### config.mk
export PLATFORM = sky130hd
export DESIGN_NAME = battery_hcm_index
export DESIGN_NICKNAME = d
export VERILOG_FILES = /design/src/source/route_pkg.sv /design/src/source/battery_hcm_index.sv
export SDC_FILE = /design/constraint.sdc
export NUM_CORES = 1
export LEC_CHECK = 0
export ABC_AREA = 1
export BUFFER_PORTS_ARGS = -buffer_cell sky130_fd_sc_hd__buf_2
export CELL_PAD_IN_SITES_DETAIL_PLACEMENT = 0
export CELL_PAD_IN_SITES_GLOBAL_PLACEMENT = 1
export CORE_ASPECT_RATIO = 0.7
export CORE_MARGIN = 2
export CORE_UTILIZATION = 30
export CTS_CLUSTER_DIAMETER = 100
export DETAILED_ROUTE_END_ITERATION = 8
export HOLD_SLACK_MARGIN = 0.15
export PLACE_DENSITY_LB_ADDON = 0.08
export SYNTH_ARGS = -nofsm -noshare
export SYNTH_HDL_FRONTEND = slang
export SYNTH_SLANG_ARGS = --single-unit
export TNS_END_PERCENT = 1
### constraint.sdc
create_clock -name clock -period 3.3 [get_ports clock]
set_input_delay 0.165 -clock clock [delete_from_list [all_inputs] [get_ports clock]]
set_output_delay 0.165 -clock clock [all_outputs]
set_load 0.01 [all_outputs]
### src/source/route_pkg.sv
`default_nettype none

package route_pkg;

	parameter int word_width = 16; // data and byte address width

	typedef logic [word_width-1:0] word_t; // raw memory word
	typedef logic [word_width-1:0] q_fixed_t; // unsigned 11.5
	typedef logic [word_width-1:0] battery_t; // unsigned 1.15

	parameter int hcm_length = 11; // hop-cost multiplier entries

	typedef logic [3:0] hcm_index_t; // 0 .. hcm_length-1

	// byte addresses in node data memory
	parameter word_t neighbor_count_addr = 16'h068A; // single word
	parameter word_t q_table_addr = 16'h01C8; // q-values, step 2
	parameter word_t hcm_table_addr = 16'h0648; // hcm entries, step 2

	parameter q_fixed_t best_init = 16'hFFFE; // minimum search seed

	// host write port
	typedef struct packed {
		logic en; // write strobe
		word_t addr; // byte address, bit 0 ignored
		word_t data; // word to store
	} mem_write_t;

endpackage

`default_nettype wire
### src/source/battery_hcm_index.sv
`default_nettype none
`timescale 1ns/1ns

module battery_hcm_index (
	input wire logic clock,
	input wire logic nrst,
	input wire logic index_go, // one-cycle request
	input wire route_pkg::battery_t battery, // 1.15 level
	output logic index_valid, // one-cycle result strobe
	output route_pkg::hcm_index_t hcm_index // held until next request
);

	localparam int max_index = route_pkg::hcm_length - 1; // clamp ceiling

	logic [1:0] step; // 0 idle, 1 round, 2 clamp
	logic [31:0] product; // 17.15 product, later the rounded value
	route_pkg::word_t rounded; // ceil of product
	logic frac_nonzero; // any bit below the binary point

	assign frac_nonzero = |product[14:0];
	assign rounded = product[30:15] + {15'b0, frac_nonzero}; // round up

	// step sequencing
	always_ff @(posedge clock) begin
		if (!nrst) begin
			step <= 2'd0;
			index_valid <= 1'b0;
		end else begin
			index_valid <= (step == 2'd2); // pulse on clamp edge
			case (step)
				2'd0: if (index_go) step <= 2'd1; // sample battery now
				2'd1: step <= 2'd2;
				default: step <= 2'd0; // clamp done
			endcase
		end
	end

	// datapath
	always_ff @(posedge clock) begin
		if (step == 2'd0 && index_go) begin
			product <= {16'b0, battery} * 32'd10; // 10 x level
		end else if (step == 2'd1) begin
			product <= {16'b0, rounded}; // reuse as integer holder
		end
	end

	always_ff @(posedge clock) begin
		if (step == 2'd2) begin
			if (product[15:0] > route_pkg::word_t'(max_index))
				hcm_index <= route_pkg::hcm_index_t'(max_index); // saturate
			else
				hcm_index <= product[3:0];
		end
	end

endmodule

`default_nettype wire

# Yosys cells after proc, flatten, opt, wreduce, memory -nomap -nowiden
# Cells that the tools add are included.
dict set report totals {
  ff_bits 27
  latchBits 0
  mem_bits_rw 0
  romBits 0
  word_cells 19
  n_memories 0
}
dict set report op_classes {
  addsub 1
  mul 1
  div 0
  magnitude_cmp 1
  eq_ne 3
  shifts 0
  mux 4
  n_bitwise 0
  reduce_logical 4
}
# cell count
set ops {}
lappend ops {{2-to-1 mux 20 bit} 2}
lappend ops {{multiplier 16 x 3 -> 19 bit (second input constant)} 1}
lappend ops {{greater-than comparator 16 x 4 -> 1 bit (second input constant)} 1}
lappend ops {{OR reduction 15 bit} 1}
lappend ops {{adder 5 x 1 -> 6 bit} 1}
lappend ops {{case mux 2 bit (2 select lines)} 1}
lappend ops {{equality test 2 x 1 -> 1 bit (second input constant)} 1}
lappend ops {{equality test 2 bit (second input constant)} 1}
lappend ops {{logical NOT 2 bit} 1}
lappend ops {{2-to-1 mux 2 bit} 1}
lappend ops {{!= test 2 bit (second input constant)} 1}
lappend ops {{nonzero test 2 bit} 1}
lappend ops {{logical AND 1 bit} 1}

# Logic depth before layout (Yosys ltp)
dict set report depth {
  depth_word 4
  ltp_mapped 12
  mapped_depth_nobuf 12
}

# Least setup slack after synthesis
# Ideal clock, no wire load.
dict set report synth_timing {
  path_kind {in2reg}
  from {input battery[1]}
  to {register product[12] (data pin)}
  setup_ps 256
  arrival_time_ps 1616
  slack_ps 1428
  stages 8
  path_buffers 0
  path_cell_list {ha_1 > ha_1 > fa_1 > nand3_1 > nand3_1 > a21oi_1 > xor2_1 > nor2_1}
}
dict set report synth_via {
  elab_chain_len 2
}
# item line
set synth_rtl {}
lappend synth_rtl {{start, declared} battery_hcm_index.sv:8} ;# input wire route_pkg::battery_t battery,
lappend synth_rtl {{multiplier 16 x 3 -> 19 bit} battery_hcm_index.sv:41} ;# product <= {16'b0, battery} * 32'd10;
lappend synth_rtl {{2-to-1 mux 20 bit} battery_hcm_index.sv:40} ;# if (step == 2'd0 && index_go) begin
lappend synth_rtl {{end signal, assigned} battery_hcm_index.sv:41}
lappend synth_rtl {{end signal, assigned} battery_hcm_index.sv:43} ;# product <= {16'b0, rounded};
lappend synth_rtl {{end, declared} battery_hcm_index.sv:16} ;# logic [31:0] product;
# No other way between the ends.
# A chain may end at the register's enable or synchronous reset.

# Final worst setup path
dict set report layout_timing {
  from {register product[14]}
  to {register product[4] (data pin)}
}
dict set report layout_via {
  elab_chain_len 4
}
# item line
set layout_rtl {}
lappend layout_rtl {{OR reduction 15 bit} battery_hcm_index.sv:20} ;# assign frac_nonzero = |product[14:0];
lappend layout_rtl {{adder 5 x 1 -> 6 bit} battery_hcm_index.sv:21} ;# assign rounded = product[30:15] + {15'b0, frac_nonzero};
lappend layout_rtl {{2-to-1 mux 20 bit} battery_hcm_index.sv:42} ;# end else if (step == 2'd1) begin
lappend layout_rtl {{2-to-1 mux 20 bit} battery_hcm_index.sv:40}
# No other way between the ends. The select of a mux whose other input is x is not followed.

==> impl_metrics.csv <==
group,metric,value,unit
run_status,status,"finished, final reports clean",
power,p_seq_share,46.8,%
power,p_int,0.6033,mW
critical_path,crit_path_frequent_cell,"ha_1",
yosys,synthFlopType,"edfxtp_1",
critical_path,slowest_delay,0.38,ns
routing,vias,1749,
yosys,yosysTopAreaCellShare,32.55,%
clock_tree,cts_tree,"done",
timing,fin_setup_tns,0,ns
clock_tree,cts_buffers,3,
critical_path,r2r_slack,1.35,ns
critical_path,timing.rr.end,"product[4]",
critical_path,cp-end-kind,"register",
placed_design,gp_congestion,0.7853,
yosys,yosysWarnings,0,
placed_design,dp_hpwl,4.256,mm
critical_path,crit_chain,"nor3_1 > and3_1 > nand4_1 > ha_1 > ha_1 > nand2_1 > nor2_1 > xnor2_1 > o21ai_0",
clock_tree,clock_path_buffers,2,
cells_and_area,fin_cells,398,
yosys,synth_seq_cells,27,
critical_path,crit_fanout,3,
power,fin_total_pwr,0.9157,mW
die,die_h,74.37,um
yosys,yosys-top-cells-area,"edfxtp_1 (33%), ha_1 (18%), nand2_1 (13%)",
timing,max_freq,513.5,MHz
yosys,synth_edf_count,23,
global_route,grt_pass1_vias,1632,
timing,worst_slew_pin_slew,0.8412,ns
die,rows,25,
critical_path,crit_type,"register to register",
power,powerDensity,381.2,nW/um2
timing,period_needed,1.947,ns
power,p_switching,0.3124,mW
timing,slew-limit-headroom,43.79,%
clock_tree,post-cts-setup-buffers,0,
routing,drc_errors,0,
timing,setup-violations-final,0,
cells_and_area,antenna_cells,0,
yosys,synth_area_per_cell,7.661,um2
die,die_w,104.5,um
global_route,grt_overflow_total,0,
yosys,yosys.area.top_type,"edfxtp_1",
yosys,syn_inst,277,
die,core_region_area,6788,um2
routing,dr.pass1.iters,4,
clock_tree,clkSinkCount,27,
critical_path,arrival,1.98,ns
placed_design,portBuffers,23,
placed_design,dpl.cell_count,393,
clock_tree,cts_root_buffer,"clkbuf_8",
clock_tree,clk_latency,0.28,ns
yosys,ys_async_sr_fraction,0,%
hold_path,hold_depth,2,
critical_path,rr_worst_depth,9,
yosys,synthesis.area,2122,um2
routing,via_per_inst,4.394,
critical_path,r2r-start,"product[14]",
global_route,grt_pass1_wl,8.390,mm
cells_and_area,fin_util,35.39,%
critical_path,start_kind,"register",
routing,wire_per_inst,12.58,um
cells_and_area,nNetsFinal,355,
power,switching_share,34.12,%
timing,skew,0.005489,ns
power,pwr-share-comb,31.8,%
cells_and_area,syn_to_final_growth,13.21,%
power,irDropWorstVdd,157.2,uV
hold_path,hold_path_end,"product[1]",
timing,slew_viol_final,0,
clock_tree,htreeDepth,1,
yosys,yosys.cell_types.count,26,
global_route,antenna_found_initial,0,
critical_path,critPathSlowestCell,"edfxtp_1",
power,clkPwrFrac,21.3,%
yosys,syn_nets,327,
global_route,grt_max_degree,21,
hold_path,hold_path.class,"input port to register",
die,initial_core_util,31.26,%
die,dieArea,7773,um2
die,io_pins,24,
timing,rsz0062_at_grt,"false",
routing,routed_wl,5.005,mm
hold_path,min_from,"battery[0]",
critical_path,critPathRequiredTime,3.33,ns
timing,hold_viol,0,
timing,finalCritPeriodShare,59.01,%
power,p_leak,1.215,nW
global_route,grt_usage,13.91,%
run,cap_violations,0,
routing,ant_nets,0,
yosys,ys_seq_area_share,36.32,%
clock_tree,cts.clk_slew.worst_paths,0.10,ns
routing,drt-initial-drc-count,110,
cells_and_area,drive_gt1_share,11.51,%
==> Yosys cell counts (all sizes together) (3+ instances only) <==
cell type   n
inv        45
nor2       40
nand4       3
a21oi      16
ha         30
nand3      14
dfxtp       4
o21ai       8
edfxtp     23
nand2      77
nor3        3
==> how the worst max path moves through the flow <==
stage	slack, ns	to	from
final	1.35	product[4]	product[14]
after global routing	1.17	product[4]	product[14]
after global placement	1.20	product[12]	battery[1]
after CTS	1.34	product[4]	product[14]
after detailed placement	1.18	product[12]	battery[1]
after floorplan	1.43	product[12]	battery[1]
==> power by group through the flow <==
stage / clock network, mW / logic (mW) / registers (mW)
3_5_place_dp: 0 / 0.291 / 0.437
4_1_cts: 0.201 / 0.294 / 0.429
5_1_grt: 0.215 / 0.343 / 0.434
2_1_floorplan: 0 / 0.209 / 0.433
6_report: 0.195 / 0.292 / 0.429
3_3_place_gp: 0 / 0.295 / 0.438
==> critical path: cells and delay by family (launching register included) <==
kind / cells / cell delay [ns]
compound gates: 1 / 0.09
xor+xnor: 1 / 0.18
fa+ha+maj: 2 / 0.42
flops: 1 / 0.38
simple gates: 5 / 0.63
==> through the flow <==
step | hold WS (ns) | area (um2) | setup WS [ns]
after floorplan | 0.3160 | 2122 | 1.428
after global routing | 0.2151 | 2402 | 1.171
after detailed placement | 0.4219 | 2344 | 1.176
after CTS | 0.2170 | 2402 | 1.341
final | 0.2245 | 2402 | 1.353
after global placement | 0.4131 | 2344 | 1.196
==> metal layers <==
layer  part of all wire, %  track usage [%]
met2                    34            18.95
met1                    61            22.64
met4                  0.78            2.252
met3                   4.4            2.366
met5                     0                0
==> final cells by class <==
class	instances	area (um2)
Multi-Input combinational cell	204	1171
Sequential cell	27	770.7
Tap cell	94	117.6
Timing Repair Buffer	24	125.1
Clock inverter	1	7.507
Inverter	45	168.9
Fill cell	728	4385
Clock buffer	3	41.29
==> state kept, by name, summed over array words and instances, names as in the netlist <==
register,cells
hcm_index,4
index_valid,1
product,20
step,2
==> layout by cell type, fill, tap and decap left out, types with 2 or more instances in the layout <==
master	instances
xor2_1	2
o21ai_0	8
nand2_1	75
inv_1	44
nand4_1	3
dfxtp_1	4
nand3_1	13
nor3_1	3
buf_2	23
ha_1	30
xnor2_1	2
edfxtp_1	23
a21oi_1	15
a22o_1	2
clkbuf_8	3
and2_1	2
nor2_2	2
nand2_2	2
nor2_1	38
==> what timing repair did <==
item                                   in CTS  in global routing
setup endpoints to repair                   0                  0
resized for setup                           0                  0
hold buffers                                1                  0
endpoints found under the hold margin       2                  0
==> cell families after synthesis <==
group                      share of synthesized area [%]
AOI/OAI and AO/OA                                  7.135
xor gates and xnor gates                           1.651
adders and majority gates                          18.63
buffers and inverters                              8.490
DFF                                                36.32
and+or+nand+nor                                    27.77
No activity file was read; power rests on OpenSTA's default activity.
