===== src/source/route_pkg.sv =====
`default_nettype none

package route_pkg;

	parameter int word_width = 16; // data and byte address width

	typedef logic [word_width-1:0] word_t; // raw memory word
	typedef logic [word_width-1:0] q_fixed_t; // unsigned 11.5
	typedef logic [word_width-1:0] battery_t; // unsigned 1.15

	parameter int hcm_length = 11; // hop-cost multiplier entries

	typedef logic [3:0] hcm_index_t; // 0 .. hcm_length-1

	// byte addresses in node data memory
	parameter word_t neighbor_count_addr = 16'h068A; // single word
	parameter word_t q_table_addr = 16'h01C8; // q-values, step 2
	parameter word_t hcm_table_addr = 16'h0648; // hcm entries, step 2

	parameter q_fixed_t best_init = 16'hFFFE; // minimum search seed

	// host write port
	typedef struct packed {
		logic en; // write strobe
		word_t addr; // byte address, bit 0 ignored
		word_t data; // word to store
	} mem_write_t;

endpackage

`default_nettype wire

===== src/source/find_my_best.sv =====
`default_nettype none
`timescale 1ns/1ns

module find_my_best (
	input wire logic clock,
	input wire logic nrst,
	input wire logic start, // run request
	input wire route_pkg::word_t data_in, // memory read data
	input wire logic index_valid, // hcm index ready
	input wire route_pkg::hcm_index_t hcm_index, // clamped table index
	output route_pkg::word_t address, // memory byte address
	output logic index_go, // kick the index unit
	output route_pkg::q_fixed_t mybest, // running then scaled minimum
	output logic done // result valid and held
);

	typedef enum logic [2:0] {
		idle,
		count, // neighbor count on data_in
		scan, // one q-value per cycle
		wait_index, // index unit busy
		scale, // hcm entry on data_in
		finished
	} state_t;

	state_t state; // control state

	route_pkg::word_t neighbor_count; // n latched once per run
	route_pkg::word_t last_addr; // address of q-value n-1
	route_pkg::word_t hcm_addr; // selected hcm entry
	logic [31:0] scaled; // 22.10 product
	logic last_q; // final compare this cycle
	logic run_req; // start accepted

	// q_table_addr + 2*(n-1)
	assign last_addr = route_pkg::q_table_addr + ((neighbor_count - 16'd1) << 1);

	assign hcm_addr = route_pkg::hcm_table_addr + {11'b0, hcm_index, 1'b0};

	// 11.5 x 11.5 product before the 11.5 window
	assign scaled = {16'b0, mybest} * {16'b0, data_in};

	assign last_q = (state == scan) && (address == last_addr);

	// index unit samples battery on the last compare edge
	assign index_go = last_q;

	// start only counts when not busy
	assign run_req = start && (state == idle || state == finished);

	always_ff @(posedge clock) begin
		if (!nrst) begin
			state <= idle;
			address <= route_pkg::neighbor_count_addr;
			mybest <= route_pkg::best_init;
			done <= 1'b0;
		end else begin
			if (run_req) begin // new run clears the result
				state <= count;
				address <= route_pkg::neighbor_count_addr;
				mybest <= route_pkg::best_init;
				done <= 1'b0;
			end else begin
				case (state)
					count: begin
						state <= scan;
						address <= route_pkg::q_table_addr; // first q-value
					end
					scan: begin
						if (data_in < mybest) // unsigned compare
							mybest <= data_in;
						if (last_q)
							state <= wait_index; // hold address
						else
							address <= address + 16'd2; // next neighbor
					end
					wait_index: begin
						if (index_valid) begin
							address <= hcm_addr; // hcm entry for the level
							state <= scale;
						end
					end
					scale: begin
						mybest <= scaled[20:5]; // drop low fraction
						done <= 1'b1;
						state <= finished;
					end
					default: ; // idle and finished wait for start
				endcase
			end
		end
	end

	// neighbor count word read in the count state
	always_ff @(posedge clock) begin
		if (state == count) begin
			neighbor_count <= data_in; // 1 .. 32 by contract
		end
	end

endmodule

`default_nettype wire


===== config.mk =====
export PLATFORM = sky130hd
export DESIGN_NAME = find_my_best
export DESIGN_NICKNAME = d
export VERILOG_FILES = /design/src/source/route_pkg.sv /design/src/source/find_my_best.sv
export SDC_FILE = /design/constraint.sdc
export NUM_CORES = 1
export LEC_CHECK = 0
export ABC_AREA = 1
export BUFFER_PORTS_ARGS = -buffer_cell sky130_fd_sc_hd__buf_4
export CAP_MARGIN = 5
export CELL_PAD_IN_SITES_DETAIL_PLACEMENT = 0
export CELL_PAD_IN_SITES_GLOBAL_PLACEMENT = 1
export CORE_ASPECT_RATIO = 0.75
export CORE_MARGIN = 2
export CORE_UTILIZATION = 47
export DETAILED_ROUTE_END_ITERATION = 8
export PLACE_DENSITY = 0.8
export SLEW_MARGIN = 20
export SYNTH_ARGS = -nofsm -noshare
export SYNTH_HDL_FRONTEND = slang
export SYNTH_SLANG_ARGS = --single-unit

===== constraint.sdc =====
create_clock -name clock -period 8 [get_ports clock]
set_input_delay 0.8 -clock clock [delete_from_list [all_inputs] [get_ports clock]]
set_output_delay 0.8 -clock clock [all_outputs]
set_load 0.02 [all_outputs]

* After elaboration in Yosys (flattened, before gate mapping)
Cells that the tools add are included.
** Storage, ports and cells
- Word-level logic and storage cells :: 47
- Memory bits (writable) :: 0
- Input bits :: 24
- Output and inout port bits :: 34
- Memories kept :: 0
- Latch bits :: 0
- Memory bits (read-only) :: 0
- Flip-flop bits (word level) :: 51
** Cells by class
- Bitwise operators :: 1
- Eq/ne operators :: 12
- Order comparisons :: 1
- Div/mod/pow operators :: 0
- Add/subtract/negate cells :: 4
- Reduce and logical (&&, ||, !) cells :: 13
- Multiplexer cells :: 9
- Multipliers :: 1
- Shift operators :: 0
** Operator list (number)
- 16-bit 2-to-1 mux :: 3
- 16-bit one-hot mux with 3 select lines :: 1
- 16-bit one-hot mux with 2 select lines :: 1
- 16-bit by 16-bit multiplier with 21-bit output :: 1
- 16-bit by 2-bit adder with 16-bit output (second input constant) :: 1
- 9-bit by 16-bit adder with 16-bit output (first input constant) :: 1
- 16-bit equality test :: 1
- 16-bit less-than comparator :: 1
- 15-bit by 1-bit subtractor with 15-bit output (second input constant) :: 1
- 11-bit by 5-bit adder with 12-bit output (first input constant) :: 1
- 3-bit one-hot mux with 4 select lines :: 1
- 3-bit AND reduction :: 3
- 3-bit by 2-bit equality test with 1-bit output (second input constant) :: 2
- 3-bit equality test (second input constant) :: 2
- 3-bit 2-to-1 mux :: 2
- 2-bit != test (second input constant) :: 3
- 3-bit != test (second input constant) :: 2
- 5-bit nonzero test :: 1
- 4-bit nonzero test :: 1
- 3-bit by 1-bit equality test with 1-bit output (second input constant) :: 1
- 3-bit zero test :: 1
- 3-bit nonzero test :: 1
- 1-bit logical AND :: 2
- 2-bit by 1-bit != test with 1-bit output (second input constant) :: 1
- 6 further kinds :: 6

* Longest topological paths before layout
- Depth after elaboration :: 7
- Gate-level depth with buffers :: 27
- Gate-level depth less buffers :: 25

* Worst setup path after synthesis
No wires, ideal clock.
- Kind :: in2reg
- From :: input data_in[3]
- To :: register mybest[15]
- Arrival time :: 5.900 ns
- Setup slack :: 2.037 ns
- Path buffers :: 2
- Setup time :: 0.064 ns
- Stages on the path :: 23
- Required time :: 7.936 ns
- Cell sequence :: clkbuf_1 -> clkbuf_1 -> nand2_1 -> fa_1 -> fa_1 -> fa_1 -> fa_1 -> inv_1 -> fa_1 -> inv_1 -> fa_1 -> inv_1 -> ha_1 -> a21oi_1 -> o21ai_0 -> a21oi_1 -> nand2_1 -> nand2_1 -> nand3_1 -> or2_1 -> nand3_1 -> nand2_1 -> nand3_1
** Between the ends
- Word-level cells in the longest chain between the ends :: 3
- Elaborated cells on any way between the ends :: 5
- Those cells by class :: mul (1); order compare (1); eq/ne (1); mux (1); reduce/logical (1)
** RTL lines
- from (decl) :: line find_my_best.sv:8 : input wire route_pkg::word_t data_in,
- parallel branches: the longest is 3 deep, another holds 16-bit by 16-bit multiplier with 21-bit output
- to (signal assigned) :: line find_my_best.sv:61 : mybest <= route_pkg::best_init;
- to (signal assigned) :: line find_my_best.sv:71 : mybest <= data_in;
- to (signal assigned) :: line find_my_best.sv:84 : mybest <= scaled[20:5];
- to (decl) :: line find_my_best.sv:13 : output route_pkg::q_fixed_t mybest,
Parallel ways; which one is timed is not known.
A chain may end at the register's enable or synchronous reset.

* Worst setup path after layout
- From :: register mybest[8]
- To :: register mybest[15]
** Between the ends
- Word-level cells in the longest chain between the ends :: 3
- Elaborated cells on any way between the ends :: 5
- Those cells by class :: mul (1); order compare (1); eq/ne (1); mux (1); reduce/logical (1)
** RTL lines
- from (signal assigned) :: line find_my_best.sv:55 : mybest <= route_pkg::best_init;
- from (signal assigned) :: line find_my_best.sv:61
- from (signal assigned) :: line find_my_best.sv:71
- parallel branches: the longest is 3 deep, another holds 16-bit by 16-bit multiplier with 21-bit output
Parallel ways; which one is timed is not known.

==> metrics.cfg <==
[clock_tree]
clock-root-buffer = clkbuf_16
cts_tree = yes
cts_made_buffers = 5
clockBufferDepth = 2
cts_sinks = 50
postCtsSetupBuffers = 0
htree_levels = 2
clock_latency_ps = 300
cts-resized-gates = 0
clkTransAtPathRegs_ps = 80
ctsHoldBuffers = 0

[yosys]
ys_seq_area_share_pct = 11.48
syn-num-nets = 1652
synthCells = 1402
synth-seq-cells = 50
synth_cell_types = 44
yosysTopAreaCell = fa_1
ys_top_cells_by_count = inv_1 (363), nand2_1 (361), fa_1 (141), ha_1 (85), nand3_1 (76)
synth_top_area_share_pct = 28.14
synth-warning-count = 0
async_flop_share_pct = 0
synth_edf_count = 15
postSynthAreaPerCell_um2 = 7.155
yosysMostFrequentCell = inv_1
synth_ff_type = dfxtp_1
synthTopCellsByArea = fa_1 (28%), inv_1 (14%), nand2_1 (14%)
syn_area_um2 = 10030

[grt]
grt_start_max_net_pins = 22
gr-usage-all-layers_pct = 26.65
grt_pass1_vias = 8442
grt_remaining_overflow = 0
antenna_found_initial = 0
grt_pass1_wl_mm = 46.62

[final_layout]
area_growth_pct = 7.908
antennaDiodeCount = 0
fin_nets = 1672
drive_above_1_share_pct = 8.714

[sta]
slew_headroom_pct = 36.55
setup_violations = 0
layout_min_cycle_time_ps = 6162
fin_skew_ps = 12.03
drv_slew = 0
hold_viol = 0
fmax_ghz = 0.1623
period_share_pct = 77.02
rsz0062_at_grt = false
worst_slack_ps = 1838
worst_slew_pin_slew_ps = 950.4
fin_setup_tns_ps = 0

[critical_path]
arrival_ps = 6380
reg2reg_depth = 21
endpoint_kind = flip-flop
crit_type = flip-flop to flip-flop
crit_path_start = mybest[8]$_SDFFE_PP1P_
reg2reg_slack_ps = 1840
rr_startpoint = mybest[8]$_SDFFE_PP1P_
required_ps = 8210
crit_fanout = 15
startpoint_type = flip-flop

[placement]
io_buffers = 56
place_ws_ps = 1781
hpwlAfterDp_mm = 22.69
gp_congestion = 0.9057

[detailed_routing]
ant_nets = 0
viasPerCell = 5.081
drt_iter0_drc = 745
dr_total_vias = 8694
avgRoutedWirePerCell_um = 16.88
drc = 0
first_pass_iters = 5
wirelength_mm = 28.89

[worst_hold_path]
worst_hold_startpoint = done$_SDFFE_PP0P_
worst_hold_path_type = flip-flop to flip-flop
hold_depth = 2

[floorplan]
start_util_pct = 47.62
die_area_um2 = 22540
pin_count = 58
die_h_um = 130.5
rows = 46
fp.dieW_um = 172.7
placeableCoreArea_um2 = 21070

[status]
status = finished, final reports clean

[flow_run]
cap_violations = 0

[layer usage]
layer | vias to the layer above | routed length, µm | GRT usage (%)
li1 | 4204 | - | -
met1 | 4160 | 14770 | 42.34
met2 | 302 | 11790 | 39.74
met3 | 28 | 1965 | 2.517
met4 | 0 | 370 | 4.387
met5 | - | 0 | 0
[worst max-delay path: stages (launching register included)]
cell and delay (ps):
dfxtp_1 940, nand2_1 180, fa_1 590, fa_1 440
fa_1 500, fa_1 510, inv_1 60, fa_1 530
inv_1 50, fa_1 530, inv_1 40, ha_1 340
a21oi_1 240, o21ai_0 160, a21oi_1 260, nand2_1 130
nand2_1 80, nand3_1 80, or2_1 230, nand3_1 60
nand2_1 60, nand3_1 60
[logic make-up (layout without fill, tap and decap cells)]
kind of cell    after synthesis  in the layout  share of synthesized area [%]
flops                        50             50                          11.48
compound gates              111            111                          6.511
simple gates                556            556                          23.97
other cells                   1              1                        0.03738
xor+xnor                     38             38                          3.318
fa+ha+maj                   226            226                          38.74
buf+inv                     420            441                          15.94
[final cells by class]
cell class	count	area, µm²
Multi-Input combinational cell	932	7286
Clock inverter	3	28.78
Tap cell	288	360.3
Inverter	367	1378
Clock buffer	5	125.1
Sequential cell	50	1151
Fill cell	2193	10240
Timing Repair Buffer	66	495.5
[cells in the final DEF (no fill, tap or decap), types with 4 or more instances in the layout]
cell type / n
inv_1: 363
nand2_1: 361
fa_1: 141
ha_1: 85
nand3_1: 76
buf_4: 66
nor2_1: 53
a21oi_1: 47
dfxtp_1: 35
o21ai_0: 32
xor2_1: 21
nand2_2: 17
xnor2_1: 17
edfxtp_1: 15
nor2_2: 10
o2111ai_1: 10
nand4_1: 9
nor3_1: 8
nor2_4: 5
a21oi_2: 5
clkbuf_16: 5
nand3_2: 4
[flip-flops by register name (all words and copies together) (netlist names)]
register / count
done: 1
address: 15
state: 3
mybest: 16
neighbor_count: 15
[stage by stage]
stage                     cell area, µm²  util (%)  std cells  hold slack [ps]
final                              10820     51.38       1711            521.9
after global routing               10820     51.38       1711            550.4
after CTS                          10820     51.38       1711            524.4
after detailed placement           10670     50.65       1703            513.1
after global placement             10670     50.65       1703            512.2
after floorplan                    10030         -       1402            505.9
[final timing paths]
| check | to |
|---|---|
| max reg2reg | mybest[15]$_SDFFE_PP1P_ |
| min reg2reg | done$_SDFFE_PP0P_ |
| min | done$_SDFFE_PP0P_ |
| max | mybest[15]$_SDFFE_PP1P_ |
Power is not shown: default switching activity piles up to over one toggle a cycle in this logic, so the estimate is an artifact.
